<file path="config.mk">
export PLATFORM = sky130hd
export DESIGN_NAME = enet_irq_top
export DESIGN_NICKNAME = d
export VERILOG_FILES = /design/src/logic/enet_irq_pkg.sv /design/src/logic/enet_intr_coalesce.sv /design/src/logic/enet_irq_combine.sv /design/src/logic/enet_irq_csr.sv /design/src/logic/enet_irq_top.sv
export SDC_FILE = /design/constraint.sdc
export NUM_CORES = 1
export LEC_CHECK = 0
export BUFFER_PORTS_ARGS = -buffer_cell sky130_fd_sc_hd__buf_2
export CORE_MARGIN = 2
export CORE_UTILIZATION = 60
export DETAILED_ROUTE_END_ITERATION = 16
export PLACE_DENSITY_LB_ADDON = 0.3
export SYNTH_ARGS = -nofsm -noshare
export SYNTH_HDL_FRONTEND = slang
export SYNTH_SLANG_ARGS = --single-unit
</file>
<file path="constraint.sdc">
create_clock -name clk -period 5.3 [get_ports clk]
set_input_delay 0.53 -clock clk [delete_from_list [all_inputs] [get_ports clk]]
set_output_delay 0.53 -clock clk [all_outputs]
set_load 0.005 [all_outputs]
</file>
<file path="src/logic/enet_irq_pkg.sv">
package enet_irq_pkg;

    // host port
    localparam int addr_w = 4;
    localparam int data_w = 32;

    localparam logic [addr_w-1:0] addr_eir     = 4'd0;
    localparam logic [addr_w-1:0] addr_eimr    = 4'd1;
    localparam logic [addr_w-1:0] addr_rx_coal = 4'd2;
    localparam logic [addr_w-1:0] addr_tx_coal = 4'd3;

    // coalescing register layout
    localparam int coal_en_bit = 31;
    localparam int coal_ft_lsb = 20; // frame threshold, bits 27:20
    localparam int coal_ft_w   = 8;
    localparam int coal_tt_lsb = 0;  // timer threshold, bits 15:0
    localparam int coal_tt_w   = 16;

    // one timer threshold unit is 32 clocks
    localparam int coal_tt_shift = 5;
    localparam int tmr_cnt_w     = coal_tt_w + coal_tt_shift; // 21

    // only enable, frame and timer fields are writable
    localparam logic [data_w-1:0] coal_mask = 32'h8ff0_ffff;

    // EIR and EIMR share the same bit layout
    localparam int eir_w       = 2;
    localparam int eir_rxf_bit = 1;
    localparam int eir_txf_bit = 0;

endpackage

</file>
<file path="src/logic/enet_intr_coalesce.sv">
`timescale 1ns/1ps

module enet_intr_coalesce (
    input  logic                              clk,
    input  logic                              rst_n,

    input  logic                              intr_in,
    input  logic                              coal_wen,
    input  logic [enet_irq_pkg::data_w-1:0]   wdata,
    input  logic                              eir_clr,

    output logic [enet_irq_pkg::data_w-1:0]   coal,
    output logic                              intr
);

    typedef enum logic {
        st_idle,
        st_wait
    } coal_state_t;

    coal_state_t                             state;

    logic                                    en;
    logic [enet_irq_pkg::coal_ft_w-1:0]      ft;
    logic [enet_irq_pkg::coal_tt_w-1:0]      tt;

    logic [enet_irq_pkg::coal_ft_w-1:0]      ft_cnt;
    logic [enet_irq_pkg::tmr_cnt_w-1:0]      tmr_cnt;
    logic [enet_irq_pkg::tmr_cnt_w-1:0]      tmr_lim;

    logic                                    ft_hit;
    logic                                    tt_hit;
    logic                                    coal_hit;
    logic                                    intr_set;

    // coalescing register
    always_ff @(posedge clk or negedge rst_n) begin
        if (!rst_n) begin
            en <= 1'b0;
            ft <= '0;
            tt <= '0;
        end else if (coal_wen) begin
            en <= wdata[enet_irq_pkg::coal_en_bit];
            ft <= wdata[enet_irq_pkg::coal_ft_lsb +: enet_irq_pkg::coal_ft_w];
            tt <= wdata[enet_irq_pkg::coal_tt_lsb +: enet_irq_pkg::coal_tt_w];
        end
    end

    always_comb begin
        coal = '0;
        coal[enet_irq_pkg::coal_en_bit] = en;
        coal[enet_irq_pkg::coal_ft_lsb +: enet_irq_pkg::coal_ft_w] = ft;
        coal[enet_irq_pkg::coal_tt_lsb +: enet_irq_pkg::coal_tt_w] = tt;
    end

    assign tmr_lim = {tt, {enet_irq_pkg::coal_tt_shift{1'b0}}}; // tt * 32

    // a zero threshold never matches by itself
    assign ft_hit   = (ft != '0) && (ft_cnt == ft);
    assign tt_hit   = (tt != '0) && (tmr_cnt == tmr_lim);
    assign coal_hit = (state == st_wait) && (ft_hit || tt_hit);

    always_ff @(posedge clk or negedge rst_n) begin
        if (!rst_n) begin
            state <= st_idle;
        end else begin
            case (state)
                st_idle: begin
                    if (en && intr_in) begin
                        state <= st_wait;
                    end
                end
                st_wait: begin
                    if (coal_hit || !en) begin
                        state <= st_idle;
                    end
                end
                default: begin
                    state <= st_idle;
                end
            endcase
        end
    end

    // frame and timer counters, loaded with 1 by the first frame
    always_ff @(posedge clk or negedge rst_n) begin
        if (!rst_n) begin
            ft_cnt  <= '0;
            tmr_cnt <= '0;
        end else if (state == st_idle) begin
            if (en && intr_in) begin
                ft_cnt  <= 1;
                tmr_cnt <= 1;
            end
        end else begin
            tmr_cnt <= tmr_cnt + 1'b1;
            if (intr_in) begin
                ft_cnt <= ft_cnt + 1'b1;
            end
        end
    end

    assign intr_set = en ? coal_hit : intr_in; // direct mode when disabled

    // EIR bit, set wins over clear
    always_ff @(posedge clk or negedge rst_n) begin
        if (!rst_n) begin
            intr <= 1'b0;
        end else if (intr_set) begin
            intr <= 1'b1;
        end else if (eir_clr) begin
            intr <= 1'b0;
        end
    end

    a_ft_bound: assert property (@(posedge clk) disable iff (!rst_n)
        (state == st_wait) && (ft != '0) |-> (ft_cnt <= ft));

endmodule

</file>
<file path="src/logic/enet_irq_combine.sv">
`timescale 1ns/1ps

module enet_irq_combine (
    input  logic                              clk,
    input  logic                              rst_n,

    input  logic                              rx_intr,
    input  logic                              tx_intr,
    input  logic                              eir_wen,
    input  logic                              eimr_wen,
    input  logic [enet_irq_pkg::data_w-1:0]   wdata,

    output logic                              rx_clr,
    output logic                              tx_clr,
    output logic [enet_irq_pkg::eir_w-1:0]    eir,
    output logic [enet_irq_pkg::eir_w-1:0]    eimr,
    output logic                              irq
);

    logic [enet_irq_pkg::eir_w-1:0] eir_pend;

    always_comb begin
        eir = '0;
        eir[enet_irq_pkg::eir_rxf_bit] = rx_intr;
        eir[enet_irq_pkg::eir_txf_bit] = tx_intr;
    end

    // mask register, 1 enables the cause
    always_ff @(posedge clk or negedge rst_n) begin
        if (!rst_n) begin
            eimr <= '0;
        end else if (eimr_wen) begin
            eimr[enet_irq_pkg::eir_rxf_bit] <= wdata[enet_irq_pkg::eir_rxf_bit];
            eimr[enet_irq_pkg::eir_txf_bit] <= wdata[enet_irq_pkg::eir_txf_bit];
        end
    end

    // write-one-to-clear, registered so the bit drops two edges after the write
    always_ff @(posedge clk or negedge rst_n) begin
        if (!rst_n) begin
            rx_clr <= 1'b0;
            tx_clr <= 1'b0;
        end else begin
            rx_clr <= eir_wen && wdata[enet_irq_pkg::eir_rxf_bit];
            tx_clr <= eir_wen && wdata[enet_irq_pkg::eir_txf_bit];
        end
    end

    assign eir_pend = eir & eimr;
    assign irq      = |eir_pend; // level line to the cpu

    // the level holds until a cause is cleared or masked
    a_irq_hold: assert property (@(posedge clk) disable iff (!rst_n)
        irq && !rx_clr && !tx_clr && !eimr_wen |=> irq);

endmodule

</file>
<file path="src/logic/enet_irq_csr.sv">
`timescale 1ns/1ps

module enet_irq_csr (
    input  logic                              clk,
    input  logic                              rst_n,

    input  logic                              req,
    input  logic                              we,
    input  logic [enet_irq_pkg::addr_w-1:0]   addr,
    input  logic [enet_irq_pkg::data_w-1:0]   wdata,
    output logic                              ack,
    output logic [enet_irq_pkg::data_w-1:0]   rdata,

    output logic                              rx_coal_wen,
    output logic                              tx_coal_wen,
    output logic                              eir_wen,
    output logic                              eimr_wen,

    input  logic [enet_irq_pkg::data_w-1:0]   rx_coal,
    input  logic [enet_irq_pkg::data_w-1:0]   tx_coal,
    input  logic [enet_irq_pkg::eir_w-1:0]    eir,
    input  logic [enet_irq_pkg::eir_w-1:0]    eimr
);

    typedef enum logic {
        st_idle,
        st_hold
    } csr_state_t;

    csr_state_t                          state;
    logic                                accept;
    logic [enet_irq_pkg::data_w-1:0]     rd_mux;

    assign accept = (state == st_idle) && req && !ack;

    always_comb begin
        case (addr)
            enet_irq_pkg::addr_eir: begin
                rd_mux = {{(enet_irq_pkg::data_w-enet_irq_pkg::eir_w){1'b0}}, eir};
            end
            enet_irq_pkg::addr_eimr: begin
                rd_mux = {{(enet_irq_pkg::data_w-enet_irq_pkg::eir_w){1'b0}}, eimr};
            end
            enet_irq_pkg::addr_rx_coal: begin
                rd_mux = rx_coal & enet_irq_pkg::coal_mask;
            end
            enet_irq_pkg::addr_tx_coal: begin
                rd_mux = tx_coal & enet_irq_pkg::coal_mask;
            end
            default: begin
                rd_mux = '0; // unused addresses read zero
            end
        endcase
    end

    // four-phase acceptor: idle -> hold (ack up, wait for req low) -> idle
    always_ff @(posedge clk or negedge rst_n) begin
        if (!rst_n) begin
            state <= st_idle;
            ack   <= 1'b0;
        end else begin
            case (state)
                st_idle: begin
                    if (accept) begin
                        state <= st_hold;
                    end
                end
                st_hold: begin
                    if (!ack) begin
                        ack <= 1'b1; // same edge the write lands
                    end else if (!req) begin
                        ack   <= 1'b0;
                        state <= st_idle;
                    end
                end
                default: begin
                    state <= st_idle;
                    ack   <= 1'b0;
                end
            endcase
        end
    end

    // strobes are one cycle wide, issued from the accept edge
    always_ff @(posedge clk or negedge rst_n) begin
        if (!rst_n) begin
            rx_coal_wen <= 1'b0;
            tx_coal_wen <= 1'b0;
            eir_wen     <= 1'b0;
            eimr_wen    <= 1'b0;
        end else begin
            rx_coal_wen <= accept && we && (addr == enet_irq_pkg::addr_rx_coal);
            tx_coal_wen <= accept && we && (addr == enet_irq_pkg::addr_tx_coal);
            eir_wen     <= accept && we && (addr == enet_irq_pkg::addr_eir);
            eimr_wen    <= accept && we && (addr == enet_irq_pkg::addr_eimr);
        end
    end

    always_ff @(posedge clk) begin
        if (accept) begin
            rdata <= rd_mux; // held until the next access
        end
    end

    // ack only comes up for a request held across the accept and ack edges
    a_ack_needs_req: assert property (@(posedge clk) disable iff (!rst_n)
        $rose(ack) |-> $past(req) && $past(req, 2));

    a_wen_single: assert property (@(posedge clk) disable iff (!rst_n)
        (rx_coal_wen || tx_coal_wen || eir_wen || eimr_wen)
        |=> !(rx_coal_wen || tx_coal_wen || eir_wen || eimr_wen));

endmodule

</file>
<file path="src/logic/enet_irq_top.sv">
`timescale 1ns/1ps

module enet_irq_top (
    input  logic                              clk,
    input  logic                              rst_n,

    input  logic                              req,
    input  logic                              we,
    input  logic [enet_irq_pkg::addr_w-1:0]   addr,
    input  logic [enet_irq_pkg::data_w-1:0]   wdata,
    output logic                              ack,
    output logic [enet_irq_pkg::data_w-1:0]   rdata,

    input  logic                              rx_frame,
    input  logic                              tx_frame,

    output logic                              irq
);

    logic                              rx_coal_wen;
    logic                              tx_coal_wen;
    logic                              eir_wen;
    logic                              eimr_wen;
    logic [enet_irq_pkg::data_w-1:0]   rx_coal;
    logic [enet_irq_pkg::data_w-1:0]   tx_coal;
    logic [enet_irq_pkg::eir_w-1:0]    eir;
    logic [enet_irq_pkg::eir_w-1:0]    eimr;
    logic                              rx_intr;
    logic                              tx_intr;
    logic                              rx_clr;
    logic                              tx_clr;

    enet_irq_csr csr_i (
        .clk         (clk),
        .rst_n       (rst_n),
        .req         (req),
        .we          (we),
        .addr        (addr),
        .wdata       (wdata),
        .ack         (ack),
        .rdata       (rdata),
        .rx_coal_wen (rx_coal_wen),
        .tx_coal_wen (tx_coal_wen),
        .eir_wen     (eir_wen),
        .eimr_wen    (eimr_wen),
        .rx_coal     (rx_coal),
        .tx_coal     (tx_coal),
        .eir         (eir),
        .eimr        (eimr)
    );

    enet_intr_coalesce rx_coal_i (
        .clk      (clk),
        .rst_n    (rst_n),
        .intr_in  (rx_frame),
        .coal_wen (rx_coal_wen),
        .wdata    (wdata),
        .eir_clr  (rx_clr),
        .coal     (rx_coal),
        .intr     (rx_intr)
    );

    enet_intr_coalesce tx_coal_i (
        .clk      (clk),
        .rst_n    (rst_n),
        .intr_in  (tx_frame),
        .coal_wen (tx_coal_wen),
        .wdata    (wdata),
        .eir_clr  (tx_clr),
        .coal     (tx_coal),
        .intr     (tx_intr)
    );

    enet_irq_combine combine_i (
        .clk      (clk),
        .rst_n    (rst_n),
        .rx_intr  (rx_intr),
        .tx_intr  (tx_intr),
        .eir_wen  (eir_wen),
        .eimr_wen (eimr_wen),
        .wdata    (wdata),
        .rx_clr   (rx_clr),
        .tx_clr   (tx_clr),
        .eir      (eir),
        .eimr     (eimr),
        .irq      (irq)
    );

endmodule

</file>
==> results of run 1 <==
routing by layer:
layer / routed length, um / GRT usage / part of all wire
met3: 613 / 0.06561 / 0.041
met4: 334 / 0.08833 / 0.022
met1: 6663 / 0.3364 / 0.45
met5: 0 / 0 / 0
met2: 7255 / 0.4065 / 0.49
power breakdown:
part           internal, mW  total [mW]  switching (mW)
Sequential             1.35        1.61           0.256
Combinational         0.310       0.658           0.349
Clock                 0.756        1.20           0.445
flip-flops by register name (all words and copies together), names as in the netlist, 2 cells and up:
register and cells:
combine_i.eimr 2, csr_i.rdata 25, rx_coal_i.ft 8, rx_coal_i.ft_cnt 8, rx_coal_i.tmr_cnt 21, rx_coal_i.tt 16
tx_coal_i.ft 8, tx_coal_i.ft_cnt 8, tx_coal_i.tmr_cnt 21, tx_coal_i.tt 16
layout by cell type (no fill, tap or decap), types with 9 or more instances in the layout:
cell type,n
a22o_1,26
and2_1,9
buf_2,60
clkbuf_16,17
dfrtp_1,122
edfxtp_1,25
inv_1,16
mux2_2,50
mux2i_1,14
nand2_1,49
nand3_1,41
nand4_1,20
nor2_1,14
nor3_1,14
nor4_1,21
o211ai_1,11
o21ai_0,33
o31ai_1,9
xor2_1,43
per-stage QoR:
stage	power, mW	utilization	cell area, sq um
3_5_place_dp	2.274	0.6421	7238
5_1_grt	3.633	0.6946	7830
6_report	3.468	0.6946	7830
3_3_place_gp	2.228	0.6421	7238
2_1_floorplan	2.044	-	6872
4_1_cts	3.477	0.6946	7830
cell families (layout without fill, tap and decap cells):
| kind of cell | count (synthesis) | count (layout) | share of synthesized area |
|---|---|---|---|
| compound gates | 97 | 97 | 0.09847 |
| xor+xnor | 50 | 50 | 0.06394 |
| fa+ha+maj | 7 | 7 | 0.01242 |
| buf+inv | 45 | 111 | 0.02960 |
| flops | 147 | 147 | 0.5554 |
| mux | 64 | 64 | 0.1027 |
| other cells | 1 | 7 | 0.0005475 |
| simple gates | 184 | 184 | 0.1370 |
final timing paths:
check	from	endpoint	slack [ns]	cells after the start
setup / recovery	csr_i.state	csr_i.eir_wen	3.23	6
hold / removal	rst_n	rx_coal_i.ft_cnt[5]	0.31	1
setup reg to reg	csr_i.state	csr_i.eir_wen	3.23	6
hold reg to reg	tx_coal_i.tmr_cnt[20]	tx_coal_i.tmr_cnt[20]	0.50	1
max in group asynchronous	rst_n	rx_coal_i.ft_cnt[0]	3.88	2
min in group clk	wdata[26]	tx_coal_i.ft[6]	0.36	2
critical path: cells and delay by family (launching register included):
family | cells | cell delay [ns]
simple gates | 5 | 1.23
flops | 1 | 0.40
buf+inv | 1 | 0.36
area by class of cell:
cell class,count,area (sq um),area share
tap,143,178.9,0.02285
sequential,147,3804,0.4858
multi-input combinational,409,2865,0.3659
clock inverter,11,135.1,0.01726
timing repair buffer,64,330.3,0.04219
clock buffer,20,456.7,0.05833
inverter,16,60.06,0.007670
==> metrics.yaml, run 1 <==
yosys:
  synth_edf_count: 25
  ys_types: 38
  ys_seq_elements: 147
  avgSynthCellArea_sq_um: 11.51
  async_flop_share: 0.8299
  synth_common_cells: "dfrtp_1 (122), mux2_2 (50), nand2_1 (49), xor2_1 (43), nand3_1 (41)"
  yosys.area.top_type_share: 0.4457
  synth_top_cells_by_area: "dfrtp_1 (45%), edfxtp_1 (11%), mux2_2 (8.2%)"
  synth_top_area_cell: "dfrtp_1"
  netlist_instances: 595
  ys_warn_count: 0
  synth.most_common_cell: "dfrtp_1"
  syn-cell-area_sq_um: 6849
  synth_ff_type: "dfrtp_1"
  ys_seq_area_frac: 0.5554
detailed_routing:
  firstDrtPassIters: 5
  viasPerCell: 6.099
  wl_per_cell_um: 18.35
  drc: 0
  ant_nets: 0
  drt-total-wl_mm: 14.87
  drt_iter0_markers: 331
  num_vias: 4940
clock_tree:
  insertion_delay_ns: 0.42
  path_clk_slew_ns: 0.06
  tritoncts: "done"
  cts_sinks: 147
  root_buffer: "clkbuf_16"
  max-clock-path-buffers: 2
  ctsHoldBuffers: 0
  cts_max_level: 4
  cts_resized: 0
  post-cts-setup-buffers: 0
  cts_made_buffers: 17
finish:
  drive_above_1_share: 0.2174
  n_fill_cell: 795
  final_nets: 703
  post_layout_nonfiller_instances: 810
  area_growth_pct: 14.32
  antenna_cells: 0
sta:
  whs_ns: 0.3053
  period_needed_ns: 2.074
  tns_ns: 0
  grt_setup_unrepaired: "no"
  skew_ns: 0.007347
  fin_ws_ns: 3.226
  finalHoldViolCount: 0
  setup_viol_count_final: 0
  fmax_mhz: 482.2
  fin_crit_sh: 0.3913
  drv_slew: 0
  maxSlewHeadroom: 0.2525
  worst_pin_slew_ns: 1.121
die:
  rows: 39
  die_area_sq_um: 12290
  num_io_pins: 76
  die_y_um: 110.8
  start_util: 0.6076
  core-area_sq_um: 11270
  die_width_um: 110.8
placement:
  place_inst: 779
  dpl.hpwl_mm: 10.35
  place_congestion: 0.8993
  dpl_worst_slack_ns: 3.131
  io_buffers: 61
pwr:
  vdd_drop_max_mv: 0.3584
  leakage_nw: 3.693
  p_per_area_nw_per_um2: 443.0
worst_hold_path:
  hp-class: "input pin to async pin"
grt:
  track_usage: 0.2527
  grt_pass1_wl_mm: 24.34
  grt_antenna_before_repair: 0
  overflow: 0
  grt_max_degree: 87
  grt_pass1_vias: 4976
critical_path:
  crit_path_end_kind: "register"
  path_class: "register to register"
  crit_arrival_ns: 2.42
  slowest_stage: "and2_1"
  crit_required_ns: 5.65
  cp_max_fo: 15
  startpoint_type: "register"
  path_cells: "nor2_1 -> and2_1 -> buf_4 -> nand2_1 -> nor4_1 -> nor2b_1"
  cpPeakStageDelay_ns: 0.55
status:
  status: "completed"
run:
  cap_violations: 0
Note: power is estimated with default switching activity, not from simulation.
==> run 2: changes to the inputs <==
Settings changed: ABC_AREA set to 1, CORE_UTILIZATION 60 to 59.
Clock period 5.3 ns to 2.1 ns, I/O delays scaled along.
==> metrics.yaml, run 2 <==
status:
  status: "completed"
finish:
  drive_above_1_share: 0.1241
  largest_register: "csr_i.rdata"
  largestRegisters: "csr_i.rdata x25, rx_coal_i.tmr_cnt x21, tx_coal_i.tmr_cnt x21"
  utilization: 0.6993
  layout_commonest_cell: "nand2_1"
  antenna_cells: 0
  seqCellArea_sq_um: 3804
  largest_reg_flops: 25
  mostFrequentLayoutCells: "nand2_1 (241), inv_1 (132), dfrtp_1 (122)"
  final_nets: 1034
  area_growth_pct: 15.31
  multi_input_area_sq_um: 2893
  n_fill_cell: 954
clock_tree:
  insertion_delay_ns: 0.43
  cts_made_buffers: 17
  root_buffer: "clkbuf_16"
  max-clock-path-buffers: 2
  cts_resized: 0
  path_clk_slew_ns: 0.06
  tritoncts: "done"
  cts_max_level: 4
  cts_sinks: 147
sta:
  setup_viol_count_final: 0
  maxSlewHeadroom: 0.6515
  period_needed_ns: 1.646
  grt_setup_unrepaired: "no"
  drv_slew: 0
  fmax_mhz: 607.6
  finalHoldViolCount: 0
  tns_ns: 0
  skew_ns: 0.008171
  fin_crit_sh: 0.7837
  worst_pin_slew_ns: 0.5227
yosys:
  async_flop_share: 0.8299
  synth_ff_type: "dfrtp_1"
  synth_top_area_cell: "dfrtp_1"
  netlist_instances: 914
  synth.most_common_cell: "nand2_1"
  synth_common_cells: "nand2_1 (241), inv_1 (132), dfrtp_1 (122), o21ai_0 (100), nor2_1 (90)"
  syn-cell-area_sq_um: 7315
  ys_seq_elements: 147
  ys_warn_count: 0
  yosys.area.top_type_share: 0.4174
  ys_types: 37
  ys_seq_area_frac: 0.5200
  avgSynthCellArea_sq_um: 8.003
  synth_top_cells_by_area: "dfrtp_1 (42%), nand2_1 (12%), edfxtp_1 (10%)"
  synth_edf_count: 25
die:
  die_y_um: 115.3
  rows: 40
  core-area_sq_um: 12060
  num_io_pins: 76
  start_util: 0.6064
  die_width_um: 115.3
  die_area_sq_um: 13300
detailed_routing:
  ant_nets: 0
  wl_per_cell_um: 15.04
  drc: 0
  firstDrtPassIters: 6
  drt_iter0_markers: 685
  viasPerCell: 5.385
  drt-total-wl_mm: 17.55
  num_vias: 6284
critical_path:
  crit_path_end_kind: "register"
  crit_arrival_ns: 2.01
  path_cells: "buf_4 -> nand2_1 -> nor3_1 -> nor3b_4 -> nand2_1 -> o21ai_0 -> o21ai_1 -> inv_1"
  path_class: "register to register"
  cpPeakStageDelay_ns: 0.48
  cp_max_fo: 8
  slowest_stage: "dfrtp_1"
  startpoint_type: "register"
  crit_top_cell: "nand2_1"
  crit_required_ns: 2.46
placement:
  place_congestion: 0.8711
  io_buffers: 61
  dpl.hpwl_mm: 12.34
grt:
  use_met1: 0.3879
  grt_max_degree: 51
  busiest_layer: "met2"
  met3_usage: 0.06273
  overflow: 0
  grt_antenna_before_repair: 0
  grtUsageMet2: 0.4472
  track_usage: 0.2819
  grt_pass1_vias: 5986
  grt_pass1_wl_mm: 28.81
worst_hold_path:
  hp-class: "input pin to register"
run:
  cap_violations: 0
pwr:
  p_per_area_nw_per_um2: 938.7
  leakage_nw: 4.021
  vdd_drop_max_mv: 0.6833
## run 2: changes by cell type after synthesis, sizes merged, moves of 29 or more
cell   previous run  this run
mux2             50         2
xor2             43        11
nor2             14        98
inv              16       134
o22ai             0        29
o21ai            33       104
nand2            49       244
## run 2: through the flow
stage / hold slack [ns] / worst slack, ns / std cells / instance area [sq um] / total power, mW
global route: 0.01551 / 0.2964 / 1167 / 8434 / 8.331
floorplan: -0.08559 / 0.6497 / 920 / 7337 / 4.441
finish: 0.01293 / 0.4542 / 1167 / 8434 / 7.918
detailed placement: 0.2166 / 0.5000 / 1134 / 7825 / 4.831
CTS: 0.003889 / 0.4893 / 1167 / 8434 / 7.925
global placement: 0.2150 / 0.5330 / 1134 / 7825 / 4.772
## run 2: critical path, delay by kind of cell (launching register included)
kind	cells	cell delay [ns]
simple gates	4	0.66
flops	1	0.48
buf+inv	2	0.25
compound gates	2	0.19
## run 2: area by class of cell
cell class / instances / share of cell area
tap: 168 / 0.02492
clock inverter: 13 / 0.01973
multi-input combinational: 613 / 0.3430
inverter: 134 / 0.05964
clock buffer: 19 / 0.05133
sequential: 147 / 0.4510
timing repair buffer: 73 / 0.05044
## run 2: repair_timing
action / in CTS / in global routing
hold buffers: 1 / 0
buffers inserted: 0 / 0
hold endpoints to repair: 35 / 0
## run 2: routing by layer
layer	vias up	wire length (um)
li1	3073	-
met1	2925	7840
met2	248	8210
met3	38	1094
met4	0	404
met5	-	0
## run 2: cell families after synthesis
kind of cell,count (synthesis),share of synthesized area
AO/OA/AOI/OAI,165,0.1218
XOR/XNOR,11,0.01317
adder cells (fa/ha/maj),6,0.01026
buffers and inverters,160,0.08758
flip-flops,147,0.5200
multiplexers,2,0.003079
other,1,0.0005127
AND/OR/NAND/NOR,422,0.2436
## run 2: final timing paths
check	startpoint	to	slack, ns	cells past startpoint
max reg2reg	tx_coal_i.state	tx_coal_i.tmr_cnt[18]	0.45	8
max	tx_coal_i.state	tx_coal_i.tmr_cnt[18]	0.45	8
min in group asynchronous	rst_n	tx_coal_i.ft[1]	0.31	2
max in group asynchronous	rst_n	tx_coal_i.ft[3]	1.17	3
min	wdata[15]	rx_coal_i.tt[15]	0.01	3
min reg2reg	csr_i.eir_wen	combine_i.tx_clr	0.46	2
## run 2: power by group
part	switching, mW	leakage (nW)	internal, mW	total (mW)
registers	0.414	1.48	3.22	3.63
clock network	1.15	0.289	1.96	3.11
logic	0.715	2.25	0.460	1.17
==> run 3: changes to the inputs <==
Clock period 2.1 ns to 1.73 ns, I/O delays scaled along.
==> metrics.yaml, run 3 (synthesized netlist as in run 2, its figures left out) <==
sta:
  fin_ws_ns: 0.1600
  grt_setup_unrepaired: "no"
  period_needed_ns: 1.570
  tns_ns: 0
  finalHoldViolCount: 0
  fmax_mhz: 636.9
  setup_viol_count_final: 0
  fin_crit_sh: 0.9075
  skew_ns: 0.005543
  drv_slew: 0
  whs_ns: 0.003463
critical_path:
  crit_required_ns: 2.07
  startpoint_type: "register"
  cp_max_fo: 6
  path_class: "register to register"
  crit_path_end_kind: "register"
  crit_arrival_ns: 1.91
die:
  rows: 40
  die_area_sq_um: 13300
  num_io_pins: 76
  start_util: 0.6064
  die_y_um: 115.3
  core-area_sq_um: 12060
  die_width_um: 115.3
grt:
  overflow: 0
  grt_antenna_before_repair: 0
  grt_max_degree: 71
  grt_pass1_wl_mm: 29.48
  track_usage: 0.2884
  grt_pass1_vias: 6137
pwr:
  p_int_mw: 6.937
  p_per_area_nw_per_um2: 1123
  switching_share: 0.2860
  power_mw: 9.716
  leakage_nw: 4.112
  p_sw_mw: 2.779
  p_seq_frac: 0.455
  vdd_drop_max_mv: 0.9230
  combinationalPowerShare: 0.151
  clkPwrFrac: 0.393
clock_tree:
  cts_max_level: 4
  root_buffer: "clkbuf_16"
  cts_sinks: 147
  max-clock-path-buffers: 2
  tritoncts: "done"
  cts_made_buffers: 17
  insertion_delay_ns: 0.42
  path_clk_slew_ns: 0.06
  post-cts-setup-buffers: 0
placement:
  place_inst: 1138
  place_area_sq_um: 7868
  dpl_worst_slack_ns: 0.1451
  dpl.hpwl_mm: 12.67
  place_congestion: 0.9018
  io_buffers: 61
worst_hold_path:
  hp-class: "input pin to register"
finish:
  largestRegisters: "csr_i.rdata x25, rx_coal_i.tmr_cnt x21, tx_coal_i.tmr_cnt x21"
  utilization: 0.7175
  post_layout_nonfiller_instances: 1186
  final_nets: 1053
  drive_above_1_share: 0.1297
  area_growth_pct: 18.32
  antenna_cells: 0
  largest_reg_flops: 25
  mostFrequentLayoutCells: "nand2_1 (241), inv_1 (132), dfrtp_1 (120)"
  layout_commonest_cell: "nand2_1"
  design_area_sq_um: 8655
  largest_register: "csr_i.rdata"
status:
  status: "completed"
detailed_routing:
  firstDrtPassIters: 6
  num_vias: 6424
  drt-total-wl_mm: 18.24
  drt_iter0_markers: 801
  viasPerCell: 5.417
  wl_per_cell_um: 15.38
  drc: 0
  ant_nets: 0
run:
  cap_violations: 0
run 3: cell count changes in the layout (fill, tap and decap cells not counted), moves of 2 or more:
cell           before  now
buf_4              10   13
dlygate4sd3_1       1   16
dfrtp_2             0    2
dfrtp_1           122  120
run 3: area by class of cell:
class	instances	area, sq um
well taps	168	210.2
repair buffers	92	618.1
fillers	892	3407
flip-flops and latches	147	3806
clock inverters	11	158.9
clock buffers	21	450.4
inverters	134	503.0
multi-input cells	613	2908
run 3: routing by layer:
metal  vias up  part of all wire  GRT usage
met5         -                 0          0
met1      2992              0.44     0.3968
met2       267              0.47     0.4515
met4         0             0.026     0.1076
li1       3118                 -          -
met3        47             0.064    0.06537
run 3: worst max-delay path, cell delays in order, from the launching register on:
cell and delay (ns):
dfrtp_1 0.46, inv_1 0.11, nor3_2 0.20, nand2_1 0.13, nor2_2 0.20, nand2_1 0.08
inv_1 0.10, nand2_1 0.06, a22oi_1 0.14
run 3: power groups by stage:
stage	Clock (mW)	Sequential, mW	Combinational, mW
final	3.82	4.42	1.47
after global routing	4.02	4.49	1.69
after CTS	3.84	4.39	1.46
after detailed placement	0	4.45	1.42
after global placement	0	4.43	1.37
after floorplan	0	4.32	1.07
run 3: final timing paths:
path	startpoint	end	slack [ns]	depth (start not counted)
worst max register to register	rx_coal_i.tmr_cnt[6]	rx_coal_i.tmr_cnt[18]	0.16	8
max in group asynchronous	rst_n	rx_coal_i.tmr_cnt[9]	0.90	3
worst max-delay path	rx_coal_i.tmr_cnt[6]	rx_coal_i.tmr_cnt[18]	0.16	8
worst min-delay path	wdata[27]	tx_coal_i.ft[7]	0.003	3
worst min register to register	csr_i.eir_wen	combine_i.tx_clr	0.47	2
min in group asynchronous	rst_n	tx_coal_i.tmr_cnt[4]	0.17	2
run 3: repair_timing:
item	4_1_cts	5_1_grt
gates resized for setup	0	5
hold endpoints to repair	72	0
endpoints found under the setup margin	0	10
hold buffers	16	0
